<file path="src/bfs_pkg.sv">
package bfs_pkg;

  // Node line layout, eight 64-bit beats per 64-byte line
  localparam int LINE_BEATS = 8;
  localparam int BEAT_W     = 3;

  // Header beat 0 fields
  localparam int HDR_NEIGH_LSB = 32;
  localparam int HDR_NEIGH_W   = 4;
  localparam int HDR_MARK_BIT  = 56;

  // Two node addresses per beat in beats 1 to 7
  localparam int MAX_NEIGHS = 14;

  typedef enum logic [3:0] {
    CSR_STAT   = 4'd0,
    CSR_ROOT   = 4'd1,
    CSR_TARG   = 4'd2,
    CSR_RESULT = 4'd5
  } csr_addr_e;

  // Status word bits
  localparam int STAT_FOUND    = 0;
  localparam int STAT_IDLE     = 1;
  localparam int STAT_OVERFLOW = 2;

  typedef enum logic [1:0] {
    ST_IDLE        = 2'd0,
    ST_INIT        = 2'd1,
    ST_NODE_HEADER = 2'd2,
    ST_ADD_NEIGHS  = 2'd3
  } bfs_state_e;

endpackage

</file>
<file path="src/bfs_csr.sv">
`timescale 1ns/1ps

module bfs_csr (
  input  logic        clk,
  input  logic        rst,
  input  logic        csr_valid,
  input  logic [3:0]  csr_addr,
  input  logic        csr_wen,
  input  logic [31:0] csr_wdata,
  output logic        csr_rvalid,
  output logic        csr_error,
  output logic [31:0] csr_rdata,
  output logic        start,
  output logic [31:0] root,
  output logic [31:0] target,
  input  logic        active,
  input  logic        found,
  input  logic        overflow,
  input  logic [31:0] result
);

  logic        wr;
  logic        rd_known;
  logic [31:0] rd_word;
  logic [31:0] status;

  assign wr = csr_valid & csr_wen;

  // Writing the status register kicks off a search
  assign start = wr & (csr_addr == bfs_pkg::CSR_STAT);

  always_comb begin
    status = '0;
    status[bfs_pkg::STAT_FOUND]    = found;
    status[bfs_pkg::STAT_IDLE]     = ~active;
    status[bfs_pkg::STAT_OVERFLOW] = overflow;
  end

  always_comb begin
    rd_known = 1'b1;
    rd_word  = '0;
    case (csr_addr)
      bfs_pkg::CSR_STAT:   rd_word = status;
      bfs_pkg::CSR_ROOT:   rd_word = root;
      bfs_pkg::CSR_TARG:   rd_word = target;
      bfs_pkg::CSR_RESULT: rd_word = result;
      default:             rd_known = 1'b0;
    endcase
  end

  always_ff @(posedge clk) begin
    if (wr) begin
      case (csr_addr)
        bfs_pkg::CSR_ROOT: root <= csr_wdata;
        bfs_pkg::CSR_TARG: target <= csr_wdata;
        default: ;
      endcase
    end
  end

  // Response one cycle after the access
  always_ff @(posedge clk) begin
    if (rst) begin
      csr_rvalid <= 1'b0;
      csr_error  <= 1'b0;
    end else begin
      csr_rvalid <= csr_valid;
      csr_error  <= csr_valid & ~rd_known;
    end
  end

  always_ff @(posedge clk) begin
    if (csr_valid) begin
      csr_rdata <= rd_word;
    end
  end

endmodule

</file>
<file path="config.mk">
export PLATFORM = sky130hd
export DESIGN_NAME = bfs_csr
export DESIGN_NICKNAME = d
export VERILOG_FILES = /design/src/bfs_pkg.sv /design/src/bfs_csr.sv
export SDC_FILE = /design/constraint.sdc
export NUM_CORES = 1
export LEC_CHECK = 0
export BUFFER_PORTS_ARGS = -buffer_cell sky130_fd_sc_hd__buf_2
export CAP_MARGIN = 20
export CORE_MARGIN = 2
export CORE_UTILIZATION = 42
export CTS_CLUSTER_SIZE = 14
export DETAILED_ROUTE_END_ITERATION = 16
export GPL_ROUTABILITY_DRIVEN = 0
export PLACE_DENSITY = 0.84
export SYNTH_ARGS = -nofsm -noshare
export SYNTH_HDL_FRONTEND = slang
export SYNTH_SLANG_ARGS = --single-unit
</file>
<file path="constraint.sdc">
create_clock -name clk -period 5 [get_ports clk]
set_clock_uncertainty 0.15 [all_clocks]
set_input_delay 0.75 -clock clk [delete_from_list [all_inputs] [get_ports clk]]
set_output_delay 0.75 -clock clk [all_outputs]
set_load 0.02 [all_outputs]
</file>
Word level (Yosys, flattened, before mapping)
Cells that the tools add are included.

Bits in registers: 98. Logic and storage cells: 19. Input port bits: 75. Output and inout port bits: 99.

Bitwise logic cells: 5. Muxes and demuxes: 2. Equality and inequality tests: 3. Reduce and logical (&&, ||, !) cells: 4.

Operators by type and width (count): $pmux 32 s4 (1); $eq 4x1->1 const B (1); $eq 4x2->1 const B (1); $eq 4x3->1 const B (1); $logic_not 4->1 (1); $reduce_and 2->1 (2); $reduce_or 4->1 (1); $and 1x1->1 (3); $not 1->1 (2); $mux 1 (1).

Longest topological paths before layout
Depth after elaboration: 5. Depth in mapped cells: 5. Depth with buffers taken out: 2.

Least setup slack after synthesis
Ideal clock, no wire load.

Path type: input -> register. Start: input csr_addr[2]. End: register root[0], enable pin. Required time: 4.348 ns. Setup slack: 0.049 ns. Path buffers: 2. Stages on the path: 3. Arrival time: 4.299 ns. Library setup time: 0.502 ns. Path through: buf_2 > buf_2 > nor4_1.

Cells in the longest elaborated chain, start to end: 2.

RTL lines: start, declared (RTL line bfs_csr.sv:7) `input logic [3:0] csr_addr,`; $eq 4x1->1 (RTL line bfs_csr.sv:53) `case (csr_addr)`; $reduce_and 2->1 (no source line); end signal, assigned (RTL line bfs_csr.sv:54) `bfs_pkg::CSR_ROOT: root <= csr_wdata;`; end, declared (RTL line bfs_csr.sv:14) `output logic [31:0] root,`.

Every way passes these cells. A chain may end at the register's enable or synchronous reset.

Worst setup path after layout
Start: input csr_addr[2]. End: output start.

Cells in the longest elaborated chain, start to end: 2.

RTL lines: $logic_not 4->1 (RTL line bfs_csr.sv:30) `assign start = wr & (csr_addr == bfs_pkg::CSR_STAT);`; $and 1x1->1 (RTL line bfs_csr.sv:30); end, declared (RTL line bfs_csr.sv:13) `output logic start,`.

Every way passes these cells.

==> results.yml <==
outcome:
  outcome: "finished, final reports clean"
floorplanning:
  die_width_um: 100.9
  die_height_um: 100.9
  initial_utilization: 0.4308
  row_count: 35
  core-area_um2: 9153
  io-pin-count: 174
  die_area_um2: 10180
sta:
  final_max_slew_viol_count: 0
  layout_worst_path_cycle_share: 0.5909
  setup-violations-final: 0
  fmaxAchievable_mhz: 338.5
  setup_repair_after_global_routing_missed_its_margin: "no"
  timing.final.crit_period_ns: 2.954
  final_hold_viol_count: 0
  worstMarginPinSlew_ns: 0.8235
  fin_tns_setup_ns: 0
  holdWs_ns: 0.4168
  slew_limit_headroom: 0.4510
clocking:
  cts_htree_levels: 3
  tritoncts_clock_tree: "yes"
  root_buffer: "sky130_fd_sc_hd__clkbuf_8"
  clk_path_buf_depth: 2
  post_cts_buffers: 0
  clkLatencyLatePin_ns: 0.35
  cts_clk_pin_slew_worst_paths_ns: 0.09
  cts_made_buffers: 9
  post_cts_hold_buffer_count: 0
  post_cts_resized: 0
  cts.sinks: 98
synthesis:
  post_synth_instance_area_um2: 3943
  synthArstFlopShare: 0
  avgSynthCellArea_um2: 20.86
  synth_warnings: 0
  synth-edff-count: 96
  part_of_the_yosys_area_used_for_sequential_elements: 0.7414
  most_instantiated_flip_flop_cell_in_the_synthesis_netlist: "sky130_fd_sc_hd__edfxtp_1"
  yosysUniqueCellTypes: 21
  synth.net_count: 264
  ys_seq_elements: 98
  syn_inst: 189
pwr:
  power_mw: 1.559
  power_spent_charging_and_discharging_nets_uw: 346.5
  power.sequential.fraction: 0.596
  vdd_ir_drop_max_v: 0.0001064
  switching_share: 0.2223
  power_density_nw_per_um2: 306.5
  leakagePower_nw: 2.112
  part_of_the_total_power_dissipated_in_the_clock_network: 0.316
  internal-power_mw: 1.212
  combPwrFrac: 0.088
global_routing:
  antenna_violations_before_repair: 0
  grt-ovfl-total: 0
  grt_pass1_wl_mm: 12.09
  number_of_global_route_vias_before_repair: 2402
  globalRouteTotalUtil: 0.1609
  maximum_number_of_pins_on_one_net_before_global_route_repair: 36
finish:
  post-route-util: 0.5557
  layout_commonest_cell: "sky130_fd_sc_hd__buf_2"
  fraction_of_final_layout_cells_with_drive_strength_greater_than_1: 0.6108
  leading_cell_types_in_the_layout_fill_and_taps_excluded: "sky130_fd_sc_hd__buf_2 (173), sky130_fd_sc_hd__edfxtp_1 (96), sky130_fd_sc_hd__mux2i_1 (34)"
  number_of_antenna_repair_diodes: 0
  synthToLayoutAreaGrowth_pct: 29.01
  design.final.nets: 440
place:
  hpwl_mm: 5.999
  placement.io_buffers: 173
route:
  wl_mm: 8.458
  detail_route.vias_per_cell: 5.021
  route.detailed.drc: 0
  drt-pass1-iter-count: 5
  dr_total_vias: 2415
  drtIter0Drc: 60
  antenna_nets_post_route: 0
  post_drt_wl_per_cell_um: 17.58
hold_path:
  min_path_type: "register to register"
run:
  drv_cap: 0
worst_setup_path:
  worst_path_max_delay_cell: "sky130_fd_sc_hd__or3_1"
  cp_data_arrival_time_ns: 2.05
  path_delay_family: "simple AND/OR/NAND/NOR gates"
  worstPathCellList: "buf_2, buf_4, or3_1, nor3_1, buf_2"
  crit_path_frequent_cell: "sky130_fd_sc_hd__buf_2"
  cpPeakStageDelay_ns: 0.47
  worst_setup_sp_type: "input port"
  worst-path-max-fanout: 35
  timing.critical_path.buf_inv: 3
  timing.critical_path.required_ns: 4.10
  critical_path.endpoint_type: "output pin"
  path_class: "input port to output pin"
==> flip-flops by register name, indices dropped and copies added (netlist names) <==
signal	cells
csr_error	1
csr_rdata	32
csr_rvalid	1
root	32
target	32
==> layer usage <==
metal	wire, um	GRT usage	up-vias
li1	-	-	1131
met1	3412	0.1920	1159
met2	4315	0.2703	117
met3	617	0.05270	8
met4	112	0.06217	0
met5	0	0	-
==> synth_stat cells, drive strengths merged, types with 2 or more instances <==
library cell  instances  area, um2
o22ai                 2      12.51
dfxtp                 2      40.04
o2bb2ai              29      435.4
buf                  12      120.1
mux2i                34      340.3
nor2b                 3      18.77
edfxtp               96       2883
==> power groups by stage <==
stage	clock [mW]	sequential (mW)	combinational (mW)
6_report	0.493	0.929	0.137
5_1_grt	0.543	0.931	0.147
4_1_cts	0.509	0.930	0.136
3_5_place_dp	0	0.948	0.136
3_3_place_gp	0	0.947	0.133
2_1_floorplan	0	0.973	0.0505
==> stage by stage <==
stage,cell area (um2),instances,worst slack [ns]
after floorplan,3943,189,0.04898
after global placement,4866,464,2.025
after detailed placement,4866,464,1.963
after CTS,5059,480,2.033
after global routing,5086,481,1.992
final,5086,481,2.046
==> cell families after synthesis <==
group	synth area share
muxes	0.08918
DFF	0.7414
AOI/OAI and AO/OA	0.1196
and+or+nand+nor	0.01936
buffers and inverters	0.03047
==> layout make-up <==
type | instances | area (um2)
multi-input combinational | 79 | 915.9
tap | 111 | 138.9
fill | 762 | 4066
clock inverter | 6 | 65.06
clock buffer | 10 | 127.6
sequential | 98 | 2923
timing repair buffer | 177 | 915.9
==> path summary, 6_finish.rpt <==
| check | startpoint | endpoint | slack, ns | depth (start not counted) |
|---|---|---|---|---|
| setup / recovery | csr_addr[2] | start | 2.05 | 5 |
| hold / removal | target[6] | csr_rdata[6] | 0.42 | 1 |
| setup reg to reg | target[0] | csr_rdata[0] | 3.89 | 2 |
| hold reg to reg | target[6] | csr_rdata[6] | 0.42 | 1 |
(Power assumes the default switching activity.)
