===== config.mk =====
export PLATFORM = sky130hd
export DESIGN_NAME = bfs_queue
export DESIGN_NICKNAME = d
export VERILOG_FILES = /design/src/bfs_queue.sv
export SDC_FILE = /design/constraint.sdc
export NUM_CORES = 1
export LEC_CHECK = 0
export BUFFER_PORTS_ARGS = -buffer_cell sky130_fd_sc_hd__buf_4
export CAP_MARGIN = 20
export CORE_MARGIN = 2
export CORE_UTILIZATION = 40
export CTS_CLUSTER_DIAMETER = 80
export DETAILED_ROUTE_END_ITERATION = 16
export GPL_ROUTABILITY_DRIVEN = 0
export PLACE_DENSITY = 0.58
export RECOVER_POWER = 50
export SLEW_MARGIN = 20
export SYNTH_ARGS = -nofsm -noshare
export SYNTH_HDL_FRONTEND = slang
export SYNTH_SLANG_ARGS = --single-unit
export TNS_END_PERCENT = 5

===== constraint.sdc =====
create_clock -name clk -period 6.4 [get_ports clk]
set_input_delay 0.96 -clock clk [delete_from_list [all_inputs] [get_ports clk]]
set_output_delay 0.96 -clock clk [all_outputs]
set_load 0.02 [all_outputs]

===== src/bfs_queue.sv =====
`timescale 1ns/1ps

module bfs_queue #(
  parameter int QUEUE_DEPTH = 16
) (
  input  logic        clk,
  input  logic        rst,
  input  logic        clear,
  input  logic [1:0]  enq_cnt,
  input  logic [63:0] enq_data,
  input  logic        deq,
  output logic [31:0] deq_data,
  output logic        empty,
  output logic        q_full_err
);

  localparam int PTR_W = $clog2(QUEUE_DEPTH);
  localparam int CNT_W = PTR_W + 1;

  logic [31:0] entries [QUEUE_DEPTH];

  logic [PTR_W-1:0] head;
  logic [PTR_W-1:0] tail;
  logic [PTR_W-1:0] head_b;
  logic [PTR_W-1:0] tail_b;
  logic [PTR_W-1:0] tail_n;
  logic [CNT_W-1:0] count;
  logic [CNT_W-1:0] count_b;
  logic [CNT_W-1:0] free;
  logic [CNT_W-1:0] enq_n;
  logic             do_enq;
  logic             do_deq;

  // Clear and the root enqueue land in the same cycle
  assign head_b  = clear ? '0 : head;
  assign tail_b  = clear ? '0 : tail;
  assign count_b = clear ? '0 : count;
  assign tail_n  = tail_b + 1'b1;

  assign free       = CNT_W'(QUEUE_DEPTH) - count_b;
  assign enq_n      = CNT_W'(enq_cnt);
  assign q_full_err = (enq_n > free);

  // Entries that do not fit are dropped
  assign do_enq = (enq_cnt != 2'd0) & ~q_full_err;
  assign do_deq = deq & (count_b != '0);

  assign deq_data = entries[head];
  assign empty    = (count == '0);

  always_ff @(posedge clk) begin
    if (do_enq) begin
      entries[tail_b] <= enq_data[31:0];
      if (enq_cnt == 2'd2) begin
        entries[tail_n] <= enq_data[63:32];
      end
    end
  end

  always_ff @(posedge clk) begin
    if (rst) begin
      head  <= '0;
      tail  <= '0;
      count <= '0;
    end else begin
      head  <= do_deq ? head_b + 1'b1 : head_b;
      tail  <= do_enq ? tail_b + PTR_W'(enq_cnt) : tail_b;
      count <= count_b + (do_enq ? enq_n : '0) - CNT_W'(do_deq);
    end
  end

endmodule


After elaboration in Yosys (flattened, before gate mapping)
Memory sizes are Yosys's and may differ from the RTL's. A register that Yosys moved wholly into a read port is not among the register bits. Index checks and enable logic that the tools add are counted.

Logic and storage cells: 30. Bits in writable memories: 512. Output and inout port bits: 34. Memories: 1. Register bits: 13. Bits of input ports: 70.

Eq/ne operators: 1. Add/subtract/negate cells: 6. Reduce and logical (&&, ||, !) cells: 3. Bitwise logic cells: 3. Muxes and demuxes: 12. $lt $le $gt $ge: 1.

Memories: entries (words 16, width 32, rd ports 1, clocked after memory_dff 1, wr ports 2, RTL line 20) `logic [31:0] entries [QUEUE_DEPTH];`.

Operator list (count): 4-bit 2-to-1 mux (5); 4-bit by 1-bit adder with 4-bit output, second input constant (2); 5-bit by 2-bit adder with 5-bit output (1); 2-bit by 5-bit > comparator with 1-bit output (1); 5-bit zero test (1); 1-bit 2-to-1 mux (5); 5-bit 2-to-1 mux (1); 5-bit nonzero test (1); 5-bit by 1-bit subtractor with 5-bit output (1); 5-bit subtractor, first input constant (1); 4-bit by 2-bit adder with 4-bit output (1); 1-bit AND (2); 2-bit equality test, second input constant (1); 2-bit 2-to-1 mux (1); 2-bit nonzero test (1); 1-bit NOT (1).

Longest topological paths before layout
Depth in word-level cells: 8. Gate-level depth with buffers: 20. Depth with buffers taken out: 17.

Worst setup path before layout
Ideal clock, no wire load.

Path kind: input-to-reg. Start: in clear. End: mem entries[12][0], enable pin. Path buffers: 4. Arrival time: 4.866 ns. Data required time: 5.968 ns. Slack: 1.102 ns. Library setup time: 0.432 ns. Stages on the path: 13. Path through: clkbuf_1 clkbuf_1 inv_1 nand2_1 ha_1 inv_1 ha_1 a311o_1 nand3_4 buf_6 inv_4 clkbuf_1 a21oi_1.

RTL lines: start, declared (RTL line 8) `input logic clear,`; end, declared (RTL line 20).

==> impl_metrics.py <==
metrics = {
    "cells_and_area": {
        "nNetsFinal": 1658,
        "drive_above_1_share_pct": 54.48,
        "final_cell_mix": "edfxtp_1, mux2_2, mux4_2",
        "layout_commonest_cell": "edfxtp_1",
        "diodes": 0,
        "num-fill-cells": 5759,
        "area_growth_pct": 12.33,
    },
    "sta": {
        "setup_viol": 0,
        "finalCriticalPeriod_ps": 5067,
        "post-route-period-util_pct": 79.18,
        "drv_slew": 107,
        "finalHoldViolations": 0,
        "rsz0062_at_grt": "no",
        "fin_skew_ps": 32.28,
        "worst_slew_pin_slew_ps": 1835,
        "fin_ws_ps": 1333,
        "slew_headroom_pct": -22.47,
        "final.setup.tns_ps": 0,
        "fmax_mhz": 197.3,
    },
    "clock_network": {
        "postCtsSetupBuffers": 0,
        "clk_transition_reported_paths_ps": 60,
        "cts_buffers": 57,
        "post_cts_resized": 0,
        "clkLatencyLatePin_ps": 630,
        "clockRootBuffer": "clkbuf_16",
        "clock-sinks": 525,
        "cts.htree.levels": 2,
        "clock_path_buffers": 3,
        "cts_tree": "yes",
        "cts-hold-fix-buffers": 0,
    },
    "worst_setup_path": {
        "cp_num_buf_inv": 4,
        "worst-setup-path-type": "in2reg",
        "cp_num_cells": 12,
        "crit_slowest_cell": "nor2_2",
        "crit_top_cell": "ha_1",
        "worstPathMaxFanout": 21,
        "cp-start-kind": "input port",
        "worstSetupEndpointType": "flop",
        "worstPathCellList": "clkbuf_1, inv_1, nand2_1, ha_1, and2_0, ha_1, nand4bb_1, o21ai_0, nand3_4, inv_4, nor2_2, buf_4",
        "critPathTopFamily": "simple AND/OR/NAND/NOR gates",
        "rr_worst_depth": 11,
        "required_ps": 6710,
        "cp.arrival_ps": 5380,
        "slowest_delay_ps": 1390,
    },
    "floorplan": {
        "dieHeight_um": 263.0,
        "floorplan.initialDensity_pct": 40.60,
        "die_area_um2": 69170,
        "die_width_um": 263.0,
        "core_area_um2": 66100,
        "io_pins": 104,
        "num_rows": 94,
    },
    "grt": {
        "grt_pass1_wl_mm": 105.8,
        "grt_pass1_vias": 15430,
        "top_usage_layer": "met2",
        "antenna_found_initial": 1,
        "overflow": 0,
        "grt_max_degree": 78,
        "use_met2_pct": 34.79,
        "met1_usage_pct": 28.33,
        "grt_usage_pct": 20.62,
        "grt_use_met3_pct": 2.722,
    },
    "yosys": {
        "post_synth.cell_area_avg_um2": 17.38,
        "synth.yosys.seq_area_share_pct": 58.27,
        "ys.flop_type": "edfxtp_1",
        "syn_area_um2": 26830,
        "synth_top_family_by_area": "multiplexers",
        "synth_xor_area_share_pct": 0.2938,
        "synth_simple_gate_area_share_pct": 2.317,
        "postSynthCellCount": 1544,
        "synth_fa_ha_area_share_pct": 0.6621,
        "yosysUniqueCellTypes": 52,
        "synth_compound_area_share_pct": 0.7414,
        "ys_warn_count": 0,
        "yosys-mux-area-fraction_pct": 34.99,
        "ys_ff_latch": 525,
        "async_reset_ff_share_pct": 0,
        "postSynthNetCount": 1627,
        "synth_edf_count": 512,
    },
    "place": {
        "hpwl_mm": 41.54,
        "io_buffer_count": 103,
        "dp_slack_ps": 1581,
    },
    "power": {
        "switchingPower_uw": 2429,
        "p_leak_uw": 0.009444,
        "power_density_nw_per_um2": 297.2,
        "p_sw_share_pct": 27.12,
        "power_frac_seq_pct": 46.0,
        "clockPowerShare_pct": 34.8,
        "ir_drop_uv": 210.0,
        "power_uw": 8958,
        "p_int_uw": 6529,
        "comb_power_share_pct": 19.2,
    },
    "detailed_routing": {
        "ant_nets": 0,
        "wirelength_mm": 71.20,
        "vias": 14480,
        "avgViaCountPerCell": 5.836,
        "dr.first_iter.drc_count": 1141,
        "routedWlPerCell_um": 28.70,
        "drcViolationCount": 0,
        "drtPass1Iterations": 4,
    },
    "flow_run": {
        "timing.max_cap.violations": 6,
    },
    "worst_hold_path": {
        "hp-class": "in2reg",
        "worstHoldPathCells": 2,
    },
    "status": {
        "status": "finished, violations left",
        "violations": "max-capacitance violations, max-slew violations",
    },
}
## layout make-up
| type | count | area, um2 | share of cell area, % |
|---|---|---|---|
| timing repair buffer | 136 | 1062 | 3.524 |
| inverter | 10 | 40.04 | 0.1328 |
| tap | 864 | 1081 | 3.587 |
| clock buffer | 73 | 1508 | 5.002 |
| sequential | 525 | 15650 | 51.91 |
| multi-input combinational | 845 | 10580 | 35.09 |
| clock inverter | 28 | 226.5 | 0.7513 |
## path summary, 6_finish.rpt
kind	startpoint	end	slack, ps
worst max register to register	count[2]	entries[7][30]	1980
worst min register to register	tail[3]	tail[3]	690
worst min-delay path	rst	head[0]	620
worst max-delay path	clear	entries[7][30]	1330
## metrics by stage
stage                     util [%]  instances  cell area, um2  hold slack, ps
after global placement       43.01       2377           28430           641.7
after CTS                    45.71       2480           30210           585.9
after floorplan                  -       1544           26830           607.8
after detailed placement     43.09       2379           28480           676.0
final                        45.60       2481           30140           621.0
after global routing         45.60       2481           30140           616.0
## registers in the layout, summed over array words and instances, names as in the netlist
name	flops
tail	4
head	4
entries	512
count	5
## layer usage
layer  part of all wire, %  vias to the layer above  routed length, um
li1                      -                     6265                  -
met1                    44                     7792              31570
met2                    50                      332              35400
met3                   4.0                       87               2857
met4                   1.9                        2               1367
met5                 0.014                        -                 10
## power groups by stage
stage               clock, uW  combinational (uW)  sequential (uW)
floorplan                   0                1190             4120
global placement            0                1740             4190
detailed placement          0                1750             4190
CTS                      3180                1760             4120
global route             3310                1840             4140
finish                   3120                1720             4120
## cell families after synthesis
family / Yosys count
XOR/XNOR: 9
AO/OA/AOI/OAI: 27
AND/OR/NAND/NOR: 122
adder cells (fa/ha/maj): 13
flip-flops: 525
buffers and inverters: 174
multiplexers: 674
## worst register-to-register path: stages (launching register included)
cell	delay, ps
dfxtp_1	420
nor2b_1	250
inv_1	100
ha_1	200
and2_0	150
ha_1	300
nand4bb_1	90
o21ai_0	210
nand3_4	290
inv_4	180
nor2_2	1390
buf_4	510
## cell usage after synthesis (3+ instances only)
library cell | instances | area [um2]
a21oi_1 | 8 | 40.04
a22oi_1 | 3 | 22.52
a311o_1 | 3 | 30.03
and3_1 | 11 | 68.82
buf_1 | 15 | 56.30
buf_2 | 46 | 230.2
buf_4 | 3 | 22.52
clkbuf_1 | 99 | 371.6
dfxtp_1 | 13 | 260.3
edfxtp_1 | 512 | 15370
ha_1 | 11 | 137.6
inv_1 | 9 | 33.78
mux2_1 | 32 | 360.4
mux2_2 | 480 | 5405
mux4_2 | 160 | 3603
nand2_1 | 29 | 108.9
nand2b_1 | 5 | 31.28
nand3_1 | 6 | 30.03
nor2_1 | 37 | 138.9
nor2_2 | 3 | 18.77
nor2b_1 | 9 | 56.30
nor3_1 | 6 | 30.03
xnor2_1 | 9 | 78.83
Note: power is estimated with default switching activity, not from simulation.
