`src/bfs_pkg.sv`:
```
package bfs_pkg;

  // Node line layout, eight 64-bit beats per 64-byte line
  localparam int LINE_BEATS = 8;
  localparam int BEAT_W     = 3;

  // Header beat 0 fields
  localparam int HDR_NEIGH_LSB = 32;
  localparam int HDR_NEIGH_W   = 4;
  localparam int HDR_MARK_BIT  = 56;

  // Two node addresses per beat in beats 1 to 7
  localparam int MAX_NEIGHS = 14;

  typedef enum logic [3:0] {
    CSR_STAT   = 4'd0,
    CSR_ROOT   = 4'd1,
    CSR_TARG   = 4'd2,
    CSR_RESULT = 4'd5
  } csr_addr_e;

  // Status word bits
  localparam int STAT_FOUND    = 0;
  localparam int STAT_IDLE     = 1;
  localparam int STAT_OVERFLOW = 2;

  typedef enum logic [1:0] {
    ST_IDLE        = 2'd0,
    ST_INIT        = 2'd1,
    ST_NODE_HEADER = 2'd2,
    ST_ADD_NEIGHS  = 2'd3
  } bfs_state_e;

endpackage

```
`src/bfs_core.sv`:
```
`timescale 1ns/1ps

module bfs_core (
  input  logic        clk,
  input  logic        rst,
  input  logic        start,
  input  logic [31:0] root,
  input  logic [31:0] target,
  output logic        active,
  output logic        found,
  output logic        overflow,
  output logic [31:0] result,
  output logic        mem_req,
  output logic [31:0] mem_addr,
  input  logic        mem_ready,
  input  logic        mem_valid,
  input  logic [63:0] mem_rdata,
  input  logic        q_empty,
  input  logic        q_full_err,
  output logic        q_clear,
  output logic        deq,
  input  logic [31:0] deq_data,
  output logic [1:0]  enq_cnt,
  output logic [63:0] enq_data
);

  localparam int NEIGH_W = bfs_pkg::HDR_NEIGH_W;

  bfs_pkg::bfs_state_e state;

  logic [bfs_pkg::BEAT_W-1:0] beat;
  logic                       line_busy;
  logic [31:0]                cur_addr;
  logic [NEIGH_W-1:0]         neigh_left;

  logic [31:0]        hdr_value;
  logic [NEIGH_W-1:0] hdr_neighs;
  logic [NEIGH_W-1:0] hdr_neighs_clamped;
  logic               hdr_marked;
  logic               hdr_beat;
  logic               last_beat;
  logic               fresh;
  logic               hit;

  assign hdr_value  = mem_rdata[31:0];
  assign hdr_neighs = mem_rdata[bfs_pkg::HDR_NEIGH_LSB +: NEIGH_W];
  assign hdr_marked = mem_rdata[bfs_pkg::HDR_MARK_BIT];

  // A line never holds more neighbours than beats 1 to 7 can carry
  assign hdr_neighs_clamped = (hdr_neighs > NEIGH_W'(bfs_pkg::MAX_NEIGHS)) ?
                              NEIGH_W'(bfs_pkg::MAX_NEIGHS) : hdr_neighs;

  assign hdr_beat  = mem_valid & (beat == '0);
  assign last_beat = mem_valid & (beat == bfs_pkg::BEAT_W'(bfs_pkg::LINE_BEATS - 1));

  // Only a node seen for the first time counts
  assign fresh = hdr_beat & ~hdr_marked & (state == bfs_pkg::ST_NODE_HEADER);
  assign hit   = fresh & (hdr_value == target);

  assign active   = (state != bfs_pkg::ST_IDLE);
  assign q_clear  = (state == bfs_pkg::ST_INIT);
  assign mem_req  = (state == bfs_pkg::ST_NODE_HEADER) & ~line_busy & ~q_empty;
  assign mem_addr = deq_data;
  assign deq      = mem_req & mem_ready;

  always_comb begin
    enq_cnt  = 2'd0;
    enq_data = mem_rdata;
    if (state == bfs_pkg::ST_INIT) begin
      enq_cnt  = 2'd1;
      enq_data = {32'd0, root};
    end else if ((state == bfs_pkg::ST_ADD_NEIGHS) && mem_valid) begin
      // Odd last entry sits in the low half
      enq_cnt = (neigh_left > NEIGH_W'(1)) ? 2'd2 : 2'd1;
    end
  end

  // Beats are tracked even after the search stops early
  always_ff @(posedge clk) begin
    if (rst) begin
      beat      <= '0;
      line_busy <= 1'b0;
    end else begin
      if (mem_valid) begin
        beat <= beat + 1'b1;
      end
      if (deq) begin
        line_busy <= 1'b1;
      end else if (last_beat) begin
        line_busy <= 1'b0;
      end
    end
  end

  always_ff @(posedge clk) begin
    if (deq) begin
      cur_addr <= deq_data;
    end
  end

  always_ff @(posedge clk) begin
    if (rst) begin
      state      <= bfs_pkg::ST_IDLE;
      found      <= 1'b0;
      overflow   <= 1'b0;
      result     <= '0;
      neigh_left <= '0;
    end else begin
      case (state)
        bfs_pkg::ST_IDLE: begin
          if (start) begin
            state <= bfs_pkg::ST_INIT;
          end
        end
        bfs_pkg::ST_INIT: begin
          found    <= 1'b0;
          overflow <= 1'b0;
          state    <= bfs_pkg::ST_NODE_HEADER;
        end
        bfs_pkg::ST_NODE_HEADER: begin
          if (hit) begin
            found  <= 1'b1;
            result <= cur_addr;
            state  <= bfs_pkg::ST_IDLE;
          end else if (fresh && (hdr_neighs != '0)) begin
            neigh_left <= hdr_neighs_clamped;
            state      <= bfs_pkg::ST_ADD_NEIGHS;
          end else if (!line_busy && q_empty) begin
            // Nothing left to visit
            state <= bfs_pkg::ST_IDLE;
          end
        end
        bfs_pkg::ST_ADD_NEIGHS: begin
          if (q_full_err) begin
            overflow <= 1'b1;
            state    <= bfs_pkg::ST_IDLE;
          end else if (mem_valid) begin
            neigh_left <= neigh_left - NEIGH_W'(enq_cnt);
            if ((neigh_left <= NEIGH_W'(2)) || last_beat) begin
              state <= bfs_pkg::ST_NODE_HEADER;
            end
          end
        end
        default: state <= bfs_pkg::ST_IDLE;
      endcase
    end
  end

endmodule

```
`config.mk`:
```
export PLATFORM = sky130hd
export DESIGN_NAME = bfs_core
export DESIGN_NICKNAME = d
export VERILOG_FILES = /design/src/bfs_pkg.sv /design/src/bfs_core.sv
export SDC_FILE = /design/constraint.sdc
export NUM_CORES = 1
export LEC_CHECK = 0
export BUFFER_PORTS_ARGS = -buffer_cell sky130_fd_sc_hd__clkbuf_2
export CAP_MARGIN = 10
export CORE_AREA = 2 2 116 118
export CTS_BUF_LIST = sky130_fd_sc_hd__clkbuf_4
export DETAILED_ROUTE_END_ITERATION = 7
export DIE_AREA = 0 0 118 120
export PLACE_DENSITY_LB_ADDON = 0.25
export REMOVE_ABC_BUFFERS = 1
export SLEW_MARGIN = 40
export SYNTH_ARGS = -nofsm -noshare
export SYNTH_HDL_FRONTEND = slang
export SYNTH_SLANG_ARGS = --single-unit
```
`constraint.sdc`:
```
create_clock -name clk -period 3.9 [get_ports clk]
set_clock_uncertainty 0.2 [all_clocks]
set_input_delay 0 -clock clk [delete_from_list [all_inputs] [get_ports clk]]
set_output_delay 0 -clock clk [all_outputs]
set_load 0.05 [all_outputs]
```
# After elaboration in Yosys (flattened, before gate mapping)
# Cells that the tools add are included.
[op_classes]
n_addsub = 2
n_lt_le_gt_ge = 3
n_eq_ne = 15
muxes = 24
bitwise = 11
reduce_logical = 18
[op_table]
columns = ["operator", "n"]
rows = [
  ["$mux W64", 1],
  ["$eq A32 B32 Y1", 1],
  ["$mux W2", 10],
  ["$mux W4", 5],
  ["$ne A2 B2 Y1 const B", 6],
  ["$reduce_bool A2 Y1", 5],
  ["$and A1 B1 Y1", 8],
  ["$pmux W2 S4", 1],
  ["$pmux W4 S2", 1],
  ["$reduce_and A2 Y1", 3],
  ["$reduce_and A5 Y1", 1],
  ["$eq A2 B2 Y1 const B", 2],
  ["$gt A4 B1 Y1 const B", 1],
  ["$gt A4 B4 Y1 const B", 1],
  ["$le A4 B2 Y1 const B", 1],
  ["$mux W1", 4],
  ["$ne A4 B2 Y1 const B", 1],
  ["$pmux W1 S2", 2],
  ["$reduce_and A4 Y1", 1],
  ["$reduce_bool A4 Y1", 1],
  ["$sub A4 B2 Y4", 1],
  ["$add A3 B1 Y3 const B", 1],
  ["$eq A3 B3 Y1 const B", 1],
  ["$logic_and A1 B1 Y1", 3],
  ["9 further kinds", 11],
]
[totals]
register_bits = 76
input_bits = 167
out_inout_bits = 136

# Logic depth before layout (Yosys ltp)
# Gate-level depths: netlist (run 1).
[depth]
word_depth = 8
depth_mapped = 10
ltp_nobuf = 9

# Worst setup path before layout (run 1)
# Ideal clock, no wire load.
[synth_path]
path_type = "flip-flop to flip-flop"
from = "register state[0]"
to = "register cur_addr[0] (enable)"
arrival_ns = 3.087
setup_slack_ns = 0.204
path_stages_with_launch = 5
synth_period_minus_slack_ns = 3.696
cell_sequence = "dfxtp_1 > clkbuf_1 > nor2b_1 > nor3b_1 > and2_1"
[synth_via]
elab_chain_cells = 4
[synth_lines]
columns = ["element", "line_no", "source"]
rows = [
  ["from (decl)", "bfs_core.sv:29", "bfs_pkg::bfs_state_e state;"],
  ["from (signal assigned)", "bfs_core.sv:103", "state <= bfs_pkg::ST_IDLE;"],
  ["from (signal assigned)", "bfs_core.sv:112", "state <= bfs_pkg::ST_INIT;"],
  ["from (signal assigned)", "bfs_core.sv:118", "state <= bfs_pkg::ST_NODE_HEADER;"],
  ["$eq A2 B2 Y1", "bfs_core.sv:62", "assign mem_req = (state == bfs_pkg::ST_NODE_HEADER) & ~line_busy & ~q_empty;"],
  ["$and A1 B1 Y1 (2 in series)", "bfs_core.sv:62", ""],
  ["via mem_req", "bfs_core.sv:13", "output logic mem_req,"],
  ["$and A1 B1 Y1", "bfs_core.sv:64", "assign deq = mem_req & mem_ready;"],
  ["via deq", "bfs_core.sv:21", "output logic deq,"],
  ["to (signal assigned)", "bfs_core.sv:97", "cur_addr <= deq_data;"],
  ["to (decl)", "bfs_core.sv:33", "logic [31:0] cur_addr;"],
]
# The timed path passes the listed nets, and every way through them passes these cells.
# A chain may end at the register's enable or synchronous reset.

# Worst setup path in the final report (run 1)
[layout_path]
from = "register state[1]"
to = "register neigh_left[3]"
[layout_via]
elab_chain_cells = 8
elab_cells_between_ends = 19
classes_between = "add/sub (1); eq/ne (7); mux (5); bitwise (2); reduce/logical (4)"
[layout_lines]
columns = ["element", "line_no", "source"]
rows = [
  ["$eq A2 B2 Y1", "bfs_core.sv:72, bfs_core.sv:109", ""],
  ["$logic_and A1 B1 Y1", "bfs_core.sv:72", "end else if ((state == bfs_pkg::ST_ADD_NEIGHS) && mem_valid) begin"],
  ["$mux W2", "bfs_core.sv:72", ""],
  ["$mux W2", "bfs_core.sv:69", "if (state == bfs_pkg::ST_INIT) begin"],
  ["$sub A4 B2 Y4", "bfs_core.sv:138", "neigh_left <= neigh_left - NEIGH_W'(enq_cnt);"],
  ["$mux W4", "bfs_core.sv:137", "end else if (mem_valid) begin"],
  ["$mux W4", "bfs_core.sv:134", "if (q_full_err) begin"],
  ["$pmux W4 S2", "bfs_core.sv:109", "case (state)"],
  ["to (signal assigned)", "bfs_core.sv:126", "neigh_left <= hdr_neighs_clamped;"],
  ["to (signal assigned)", "bfs_core.sv:138", ""],
  ["to (decl)", "bfs_core.sv:34", "logic [NEIGH_W-1:0] neigh_left;"],
]
# Parallel ways exist; a longest one is shown, timed or not. The select of a mux whose other input is x is not followed.

==> flow_summary_export.csv, run 1 <==
group,metric,value,unit
sta,fmax,0.310,GHz
synth,netlist.area_leader.share,23.8,%
grt,grt_pass1_wl,22600,µm
placement,gp_congestion,0.936,
critical_path,end_kind,"flop",
floorplanning,rows,42,
clocking,cts_buffers,9,
sta,tns,0,ps
finish,seqCellArea,1840,µm²
flow_run,maxCapViolations,0,
floorplanning,die_w,118,µm
grt,grt_overflow,0,
routing,drt_iter0_drc,167,
synth,synth.most_common_cell,"nand2_1",
floorplanning,start_util,31.0,%
sta,period_needed,3230,ps
critical_path,crit_path_max_incr_delay,1050,ps
finish,syn2layout_area_growth,49.6,%
power,p_leak,0.00327,µW
synth,ys_seq_area_share,45.7,%
placement,dpl_worst_slack,1080,ps
synth,synth_cell_types,37,
finish,layout-drive-gt1-share,42.9,%
finish,nNetsFinal,929,
sta,fin_crit_sh,82.7,%
clocking,clk_pin_slew,110,ps
synth,synth_seq_cells,76,
synth,synthArstFlopShare,0,%
critical_path,cp_num_buf_inv,1,
synth,yosysWarnings,0,
power,power_density,324,nW/µm²
clocking,clock_path_buffers,2,
sta,setup_ws,674,ps
critical_path,crit_required,4020,ps
critical_path,cp-start-kind,"flop",
synth,synth_area_leaders,"edfxtp_1 24%, dfxtp_1 22%, nand2_1 9.8%",
finish,finish.utilization,46.4,%
finish,instances_no_fill,938,
finish,multi_input_area,1820,µm²
routing,wl_per_cell,15.6,µm
critical_path,worstSetupPathType,"reg2reg",
routing,drtPass1Iterations,6,
synth,synth_ff_type,"dfxtp_1",
critical_path,crit_family,"simple AND/OR/NAND/NOR gates",
routing,drtAntennaViolNets,0,
synth,yosysTopAreaCell,"edfxtp_1",
clocking,clk_latency,430,ps
floorplanning,dieArea,14200,µm²
critical_path,crit_slowest_cell,"or4_2",
sta,worst_slew_pin_slew,616,ps
placement,post-dp-hpwl,11500,µm
floorplanning,core-area,13000,µm²
min_path,hp-class,"in2reg",
placement,dp.cells,875,
synth,synth-edff-count,32,
critical_path,path_max_fanout,24,
sta,finalHoldViolations,0,
power,ir_drop,0.223,mV
clocking,tritoncts,"built",
clocking,htree_levels,3,
synth,synthCells,448,
floorplanning,num_io_pins,303,
sta,slew_headroom,58.9,%
clocking,post_cts_buffers,0,
clocking,root_buffer,"clkbuf_4",
grt,grt_start_max_net_pins,66,
grt,antenna_found_initial,5,
routing,drt_wl_total,14600,µm
sta,grt_setup_unrepaired,"no",
routing,drc,0,
routing,num_vias,4239,
sta,finalSetupViolCount,0,
finish,fillers,1299,
clocking,cts.sink_count,76,
grt,grt_pass1_vias,4394,
routing,avgViaCountPerCell,4.52,
sta,slew_violations,0,
outcome,status,"completed",
synth,syn_avg_cell_area,9.00,µm²
critical_path,cp_cell_sequence,"nor2b_1 > nand4_1 > or4_2 > nand3_1 > o32ai_1 > dlygate4sd3_1",
synth,synth_top_cells_by_count,"105 x nand2_1, 44 x dfxtp_1, 43 x nor2_1",
placement,io_buffers,302,
floorplanning,die_y,120,µm
critical_path,crit_arrival,3350,ps
grt,grt.total_usage,20.6,%
synth,syn-cell-area,4030,µm²
[tightest hold or removal path: stages]
cell	delay [ps]
clkbuf_2	70
and2_1	120
buf_4	250
[path summary, 6_finish.rpt]
kind / endpoint / slack (ps) / depth (start not counted) / start
worst max-delay path: neigh_left[3] / 670 / 6 / state[1]
worst min-delay path: cur_addr[31] / 50 / 3 / mem_ready
worst max register to register: neigh_left[3] / 670 / 6 / state[1]
worst min register to register: found / 290 / 2 / found
[layout by cell type, fill, tap and decap left out, drive strengths merged, types with 6 or more instances in the layout]
cell and n:
a21oi 8, and2 34, clkbuf 312, dfxtp 44, dlygate4sd3 46, edfxtp 32, inv 8, mux2i 34
nand2 105, nor2 43, nor4 8, o21ai 6, xor2 28
[repair_timing]
action | in CTS | in global routing
gates resized for setup | 0 | 0
hold buffers | 46 | 0
hold endpoints to repair | 76 | 0
[sequential cells by signal, indices dropped and copies added (netlist names)]
| register | cells |
|---|---|
| found | 1 |
| result | 32 |
| state | 2 |
| beat | 3 |
| neigh_left | 4 |
| line_busy | 1 |
| cur_addr | 32 |
| overflow | 1 |
[logic make-up (layout without fill, tap and decap cells)]
logic type	count (synthesis)	after routing	share of synthesized area, %
compound gates	23	23	3.69
xor+xnor	33	33	7.17
fa+ha+maj	6	6	2.05
buf+inv	64	376	9.25
flops	76	76	45.7
mux	34	34	8.44
other cells	0	2	0
simple gates	212	212	23.7
[final cells by class]
class / instances / area share, %
Timing Repair Buffer: 352 / 33.2
Clock inverter: 5 / 0.498
Antenna cell: 2 / 0.0830
Sequential cell: 76 / 30.6
Multi-Input combinational cell: 308 / 30.2
Tap cell: 176 / 3.65
Inverter: 9 / 0.581
Clock buffer: 10 / 1.25
[power by group]
group | total (µW) | switching, µW | internal [µW] | leakage (µW)
Combinational | 709 | 499 | 209 | 0.00256
Clock | 394 | 263 | 131 | 0.0000597
Sequential | 849 | 8.44 | 840 | 0.000644
[per-stage QoR]
stage	hold slack [ps]	total power [µW]	cell area [µm²]
4_1_cts	41.3	1980	6020
5_1_grt	83.2	2050	6030
6_report	54.1	1950	6030
2_1_floorplan	-200	1240	3690
3_3_place_gp	-8.11	1530	5460
3_5_place_dp	-5.91	1540	5460
[per-layer routing]
| layer | track usage, % | vias to the layer above | share of wire [%] |
|---|---|---|---|
| met5 | 0 | - | 0.18 |
| met4 | 7.98 | 4 | 2.0 |
| met3 | 6.08 | 23 | 8.1 |
| met2 | 37.1 | 210 | 51 |
| met1 | 22.9 | 1948 | 39 |
| li1 | - | 2054 | - |
No activity file was read; power rests on OpenSTA's default activity.
==> inputs of run 2 (changes only) <==
- clock period: 3.9 -> 2.8 ns (I/O delays scaled with it)
==> run 2 against run 1 <==
Total power up 41%. Sequential share of layout area about the same. Largest power group unchanged. Cell count is 0.32% higher. Global-route usage barely moved. Critical path depth grew 3. Register-to-register slack lost 440 ps. Utilization rose by 0.067 points. Critical endpoint is now neigh_left[1]. Clock-buffer cell count stayed put. First-iteration DRC count rose by 6.0%. Design area is 0.15% higher. Flip-flop and latch count stayed put. Largest cell class unchanged. Clock power up 46%.
==> flow_summary_export.csv, run 2 (same netlist as run 1, synthesis figures left out) <==
group,metric,value,unit
critical_path,rr_startpoint,"neigh_left[3]",
routing,num_vias,4244,
routing,drt_iter0_drc,177,
power,ir_drop,0.331,mV
critical_path,worstSetupPathType,"reg2reg",
grt,grt_start_max_net_pins,47,
clocking,cts_buffers,9,
routing,drtAntennaViolNets,0,
placement,dp.cells,878,
placement,io_buffers,302,
sta,slew_headroom,64.3,%
finish,mostFrequentLayoutCells,"301 x clkbuf_2, 105 x nand2_1, 44 x dfxtp_1",
grt,antenna_found_initial,5,
critical_path,crit_required,2940,ps
sta,finalSetupViolCount,0,
grt,grt_pass1_vias,4355,
critical_path,path_max_fanout,4,
floorplanning,num_io_pins,303,
routing,drc,0,
outcome,status,"completed",
finish,final_common_cell,"clkbuf_2",
critical_path,cp_num_buf_inv,0,
floorplanning,core-area,13000,µm²
clocking,root_buffer,"clkbuf_4",
clocking,clk_latency,410,ps
critical_path,crit_arrival,2700,ps
critical_path,end_kind,"flop",
grt,grt.total_usage,20.7,%
critical_path,cp_cell_sequence,"nor3_1 > nand2_1 > a21boi_0 > ha_1 > fa_1 > nor2_1 > a21oi_1 > and4_1 > a211oi_2",
finish,top_regs,"cur_addr: 32 flops, result: 32 flops, neigh_left: 4 flops",
power,p_leak,0.00326,µW
critical_path,crit_slowest_cell,"fa_1",
critical_path,startpoint,"neigh_left[3]",
clocking,cts.sink_count,76,
sta,fmax,0.390,GHz
flow_run,maxCapViolations,0,
floorplanning,die_w,118,µm
routing,drtPass1Iterations,4,
sta,finalHoldViolations,0,
grt,grt_overflow,0,
min_path,hp-class,"in2reg",
routing,avgViaCountPerCell,4.51,
finish,finish.utilization,46.5,%
clocking,clk_pin_slew,120,ps
sta,slew_violations,0,
power,power_density,455,nW/µm²
sta,fin_crit_sh,91.5,%
critical_path,path_depth,9,
finish,syn2layout_area_growth,49.8,%
sta,worst_slew_pin_slew,535,ps
finish,nNetsFinal,929,
floorplanning,start_util,31.0,%
critical_path,crit_end,"neigh_left[1]",
routing,drt_wl_total,14800,µm
floorplanning,rows,42,
finish,instances_no_fill,941,
critical_path,r2r.worst_path.cells,9,
clocking,tritoncts,"built",
placement,gp_congestion,0.932,
placement,post-dp-hpwl,11700,µm
sta,grt_setup_unrepaired,"no",
clocking,clock_path_buffers,2,
sta,period_needed,2560,ps
critical_path,cp-start-kind,"flop",
floorplanning,dieArea,14200,µm²
clocking,htree_levels,3,
floorplanning,die_y,120,µm
grt,grt_pass1_wl,22600,µm
critical_path,r2r-end,"neigh_left[1]",
critical_path,reg2reg_slack,240,ps
routing,wl_per_cell,15.7,µm
critical_path,crit_family,"adder cells",
critical_path,crit_path_max_incr_delay,420,ps
power,p_total,2750,µW
finish,layout-drive-gt1-share,43.1,%
-- run 2: layout make-up --
class / count / area [µm²]
sequential: 76 / 1840
clock buffer: 10 / 75.1
fill: 1275 / 6940
antenna: 4 / 10.0
clock inverter: 6 / 40.0
tap: 176 / 220
timing repair buffer: 352 / 2000
inverter: 9 / 33.8
multi-input combinational: 308 / 1820
-- run 2: worst reg2reg max path: cells and delay by family, from the launching register on --
kind	cells	cell delay, ps
AND/OR/NAND/NOR	4	660
flip-flops	1	360
adder cells (fa/ha/maj)	2	680
AO/OA/AOI/OAI	3	570
-- run 2: how the worst min path moves through the flow --
stage	endpoint	slack [ps]	cells after the start	startpoint
5_1_grt	cur_addr[17]	70	3	mem_ready
6_report	cur_addr[17]	60	3	mem_ready
4_1_cts	cur_addr[11]	50	3	mem_ready
3_3_place_gp	cur_addr[18]	-8	1	deq_data[18]
3_5_place_dp	cur_addr[30]	-6	1	deq_data[30]
2_1_floorplan	mem_addr[0]	-200	0	deq_data[0]
-- run 2: timing repair --
action,CTS,global route
gates resized for setup,0,0
hold buffers,43,0
hold endpoints to repair,76,0
buffers inserted,0,0
setup endpoints to repair,0,0
-- run 2: through the flow --
stage               hold WS, ps  setup slack, ps  instance area, µm²  TNS [ps]
detailed placement        -5.62              341                5480         0
finish                     62.1              238                6040         0
CTS                        48.2              161                6030         0
global placement          -8.46              423                5480         0
global route               66.0             27.8                6030         0
floorplan                  -200             -869                3690    -51690
-- run 2: routing by layer --
layer  global-route usage (%)  part of all wire [%]  vias to the layer above
li1                         -                     -                     2067
met1                     22.6                    38                     1935
met2                     37.1                    50                      213
met3                     6.56                   9.1                       27
met4                     8.06                   2.7                        2
met5                        0                  0.11                        -
-- run 2: where the power goes --
| part | internal [µW] | switching [µW] | leakage, µW |
|---|---|---|---|
| combinational | 293 | 696 | 0.00256 |
| sequential | 1170 | 11.7 | 0.000644 |
| clock | 191 | 384 | 0.0000581 |
==> inputs of run 3 (changes only) <==
- ABC_AREA: not set -> 1
- CORE_AREA: 2 2 116 118 -> 2 2 118 120
- DIE_AREA: 0 0 118 120 -> 0 0 120 122
==> run 3 against run 2 <==
Design area increased by 9.1%. Area after synthesis increased by 12%. Clock-buffer cell count decreased by 1. Synthesized cell count increased by 45%. Non-clock buffer count increased by 3. Hold slack improved by 15 ps. Highest routed layer is now met4. Register-to-register slack got worse by 30 ps. Largest power group is now combinational logic.
==> flow_summary_export.csv, run 3 <==
group,metric,value,unit
grt,grt_start_max_net_pins,88,
critical_path,crit_required,2950,ps
finish,layout-drive-gt1-share,34.4,%
finish,syn2layout_area_growth,45.9,%
finish,seqCellArea,1840,µm²
power,ir_drop,0.313,mV
critical_path,end_kind,"flop",
finish,nNetsFinal,1135,
placement,gp_congestion,0.870,
sta,slew_violations,0,
critical_path,worstSetupPathType,"reg2reg",
critical_path,worst_path_most_repeated_cell,"nand2_1",
clocking,clock_path_buffers,2,
clocking,tritoncts,"built",
critical_path,path_max_fanout,68,
power,pwr-share-comb,44.7,%
grt,antenna_found_initial,0,
floorplanning,rows,43,
clocking,root_buffer,"clkbuf_4",
routing,top_layer,"met4",
critical_path,crit_arrival,2750,ps
routing,num_vias,5041,
synth,synth_seq_cells,76,
floorplanning,num_io_pins,303,
min_path,hp-class,"in2reg",
sta,fin_crit_sh,92.7,%
floorplanning,start_util,33.4,%
clocking,post_cts_buffers,0,
synth,synth.most_common_cell,"nand2_1",
synth,synth-edff-count,32,
synth,ys_seq_area_share,40.8,%
power,p_switching,1570,µW
finish,mostFrequentLayoutCells,"302 x clkbuf_2, 148 x nand2_1, 127 x inv_1",
power,internal_power,1850,µW
placement,dp.cells,1085,
routing,wl_met2,7000,µm
routing,drt_iter0_drc,266,
synth,syn-cell-area,4510,µm²
power,netSwitchingFraction,45.8,%
grt,grt_pass1_wl,22400,µm
synth,synthCells,650,
sta,setup_ws,204,ps
floorplanning,die_w,120,µm
flow_run,maxCapViolations,0,
sta,slew_headroom,48.7,%
clocking,cts.sink_count,76,
sta,fmax,0.385,GHz
finish,final_common_cell,"clkbuf_2",
routing,drt_wl_total,14900,µm
sta,grt_setup_unrepaired,"no",
synth,yosysTopAreaCell,"edfxtp_1",
critical_path,cp_num_buf_inv,3,
critical_path,cp_cell_sequence,"inv_1 > ha_1 > nand2_1 > nor3_4 > nand3_1 > nor2_1 > nand3_2 > buf_8 > a21oi_2 > nand2_1 > a21oi_1 > dlygate4sd3_1",
placement,io_buffers,302,
routing,drtPass1Iterations,4,
clocking,clk_latency,400,ps
sta,finalHoldViolations,0,
synth,yosysWarnings,0,
power,p_clk_share,20.5,%
synth,synth_cell_types,28,
finish,multi_input_area,1860,µm²
clocking,clk_pin_slew,140,ps
critical_path,crit_family,"buffers and inverters",
power,pwr-share-seq,34.7,%
critical_path,crit_path_max_incr_delay,570,ps
critical_path,crit_slowest_cell,"dlygate4sd3_1",
critical_path,cp-start-kind,"flop",
synth,synth_ff_type,"dfxtp_1",
sta,finalSetupViolCount,0,
routing,wl_met3,1270,µm
finish,top_regs,"cur_addr: 32 flops, result: 32 flops, neigh_left: 4 flops",
synth,synth_area_leaders,"edfxtp_1 21%, dfxtp_1 20%, nand2_1 12%",
synth,synth_top_cells_by_count,"148 x nand2_1, 127 x inv_1, 73 x nor2_1",
outcome,status,"completed",
clocking,cts_buffers,9,
sta,period_needed,2600,ps
synth,netlist.area_leader.share,21.3,%
clocking,htree_levels,3,
floorplanning,dieArea,14600,µm²
routing,avgViaCountPerCell,4.39,
power,p_total,3420,µW
finish,fillers,1389,
placement,dpl_worst_slack,576,ps
routing,drtAntennaViolNets,0,
placement,post-dp-hpwl,11600,µm
finish,instances_no_fill,1147,
finish,n_antenna_cell,0,
floorplanning,die_y,122,µm
power,power_density,520,nW/µm²
routing,wl_per_cell,13.0,µm
synth,synthArstFlopShare,0,%
routing,wl_met1,6210,µm
sta,worst_slew_pin_slew,769,ps
floorplanning,core-area,13500,µm²
grt,grt_overflow,0,
synth,syn_avg_cell_area,6.94,µm²
power,p_leak,0.00351,µW
grt,grt.total_usage,19.5,%
grt,grt_pass1_vias,4539,
routing,drc,0,
run 3: cell count changes after synthesis, moves of 6 or more:
cell,change
nor2_1,+30
and2_1,-34
nor4_1,-8
xor2_1,-20
mux2i_1,-34
o21ai_0,+65
a21oi_1,+37
nand2_1,+43
inv_1,+119
nand3_1,+6
run 3: area by class of cell:
class | instances | share of cell area [%]
clock buffers | 9 | 1.03
well taps | 180 | 3.42
clock inverters | 7 | 1.22
flip-flops and latches | 76 | 28.0
multi-input cells | 393 | 28.2
inverters | 127 | 7.24
repair buffers | 355 | 30.9
run 3: worst paths after layout:
check | start | end | slack [ps] | cells after the start
hold reg to reg | result[21] | result[21] | 250 | 2
setup / recovery | beat[0] | state[1] | 200 | 12
hold / removal | q_empty | cur_addr[23] | 80 | 5
setup reg to reg | beat[0] | state[1] | 200 | 12
run 3: power by group through the flow:
stage / clock, µW / combinational (µW) / sequential [µW]
floorplan: 0 / 963 / 1210
global placement: 0 / 1470 / 1210
detailed placement: 0 / 1470 / 1210
CTS: 719 / 1530 / 1190
global route: 783 / 1640 / 1190
finish: 703 / 1530 / 1190
run 3: through the flow:
stage	instance area (µm²)	TNS [ps]	util, %	hold slack (ps)
3_3_place_gp	5960	0	44.1	-8.50
4_1_cts	6570	0	48.6	60.3
2_1_floorplan	4160	-180260	-	-200
3_5_place_dp	5960	0	44.1	-5.83
6_report	6580	0	48.8	77.1
5_1_grt	6580	0	48.8	83.8
run 3: metal layers:
| metal | global-route usage (%) | up-vias |
|---|---|---|
| met3 | 4.63 | 27 |
| met5 | 0 | - |
| li1 | - | 2604 |
| met1 | 24.1 | 2188 |
| met4 | 6.69 | 0 |
| met2 | 33.2 | 222 |
run 3: kinds of logic after synthesis:
logic type | count (synthesis) | share of synthesized area (%)
simple gates | 252 | 22.5
buf+inv | 181 | 18.4
compound gates | 119 | 13.4
flops | 76 | 40.8
xor+xnor | 16 | 3.11
fa+ha+maj | 6 | 1.83
run 3: worst reg2reg max path: stages (launching register included):
cell and delay, ps:
dfxtp_1 330, inv_1 80, ha_1 140, nand2_1 80, nor3_4 250, nand3_1 100
nor2_1 130, nand3_2 80, buf_8 210, a21oi_2 180, nand2_1 60, a21oi_1 130
dlygate4sd3_1 570
run 3: timing repair:
item                                    in CTS  in global routing
hold buffers                                46                  0
resized for setup                            0                  6
hold endpoints to repair                    51                  0
endpoints found under the setup margin       0                  2
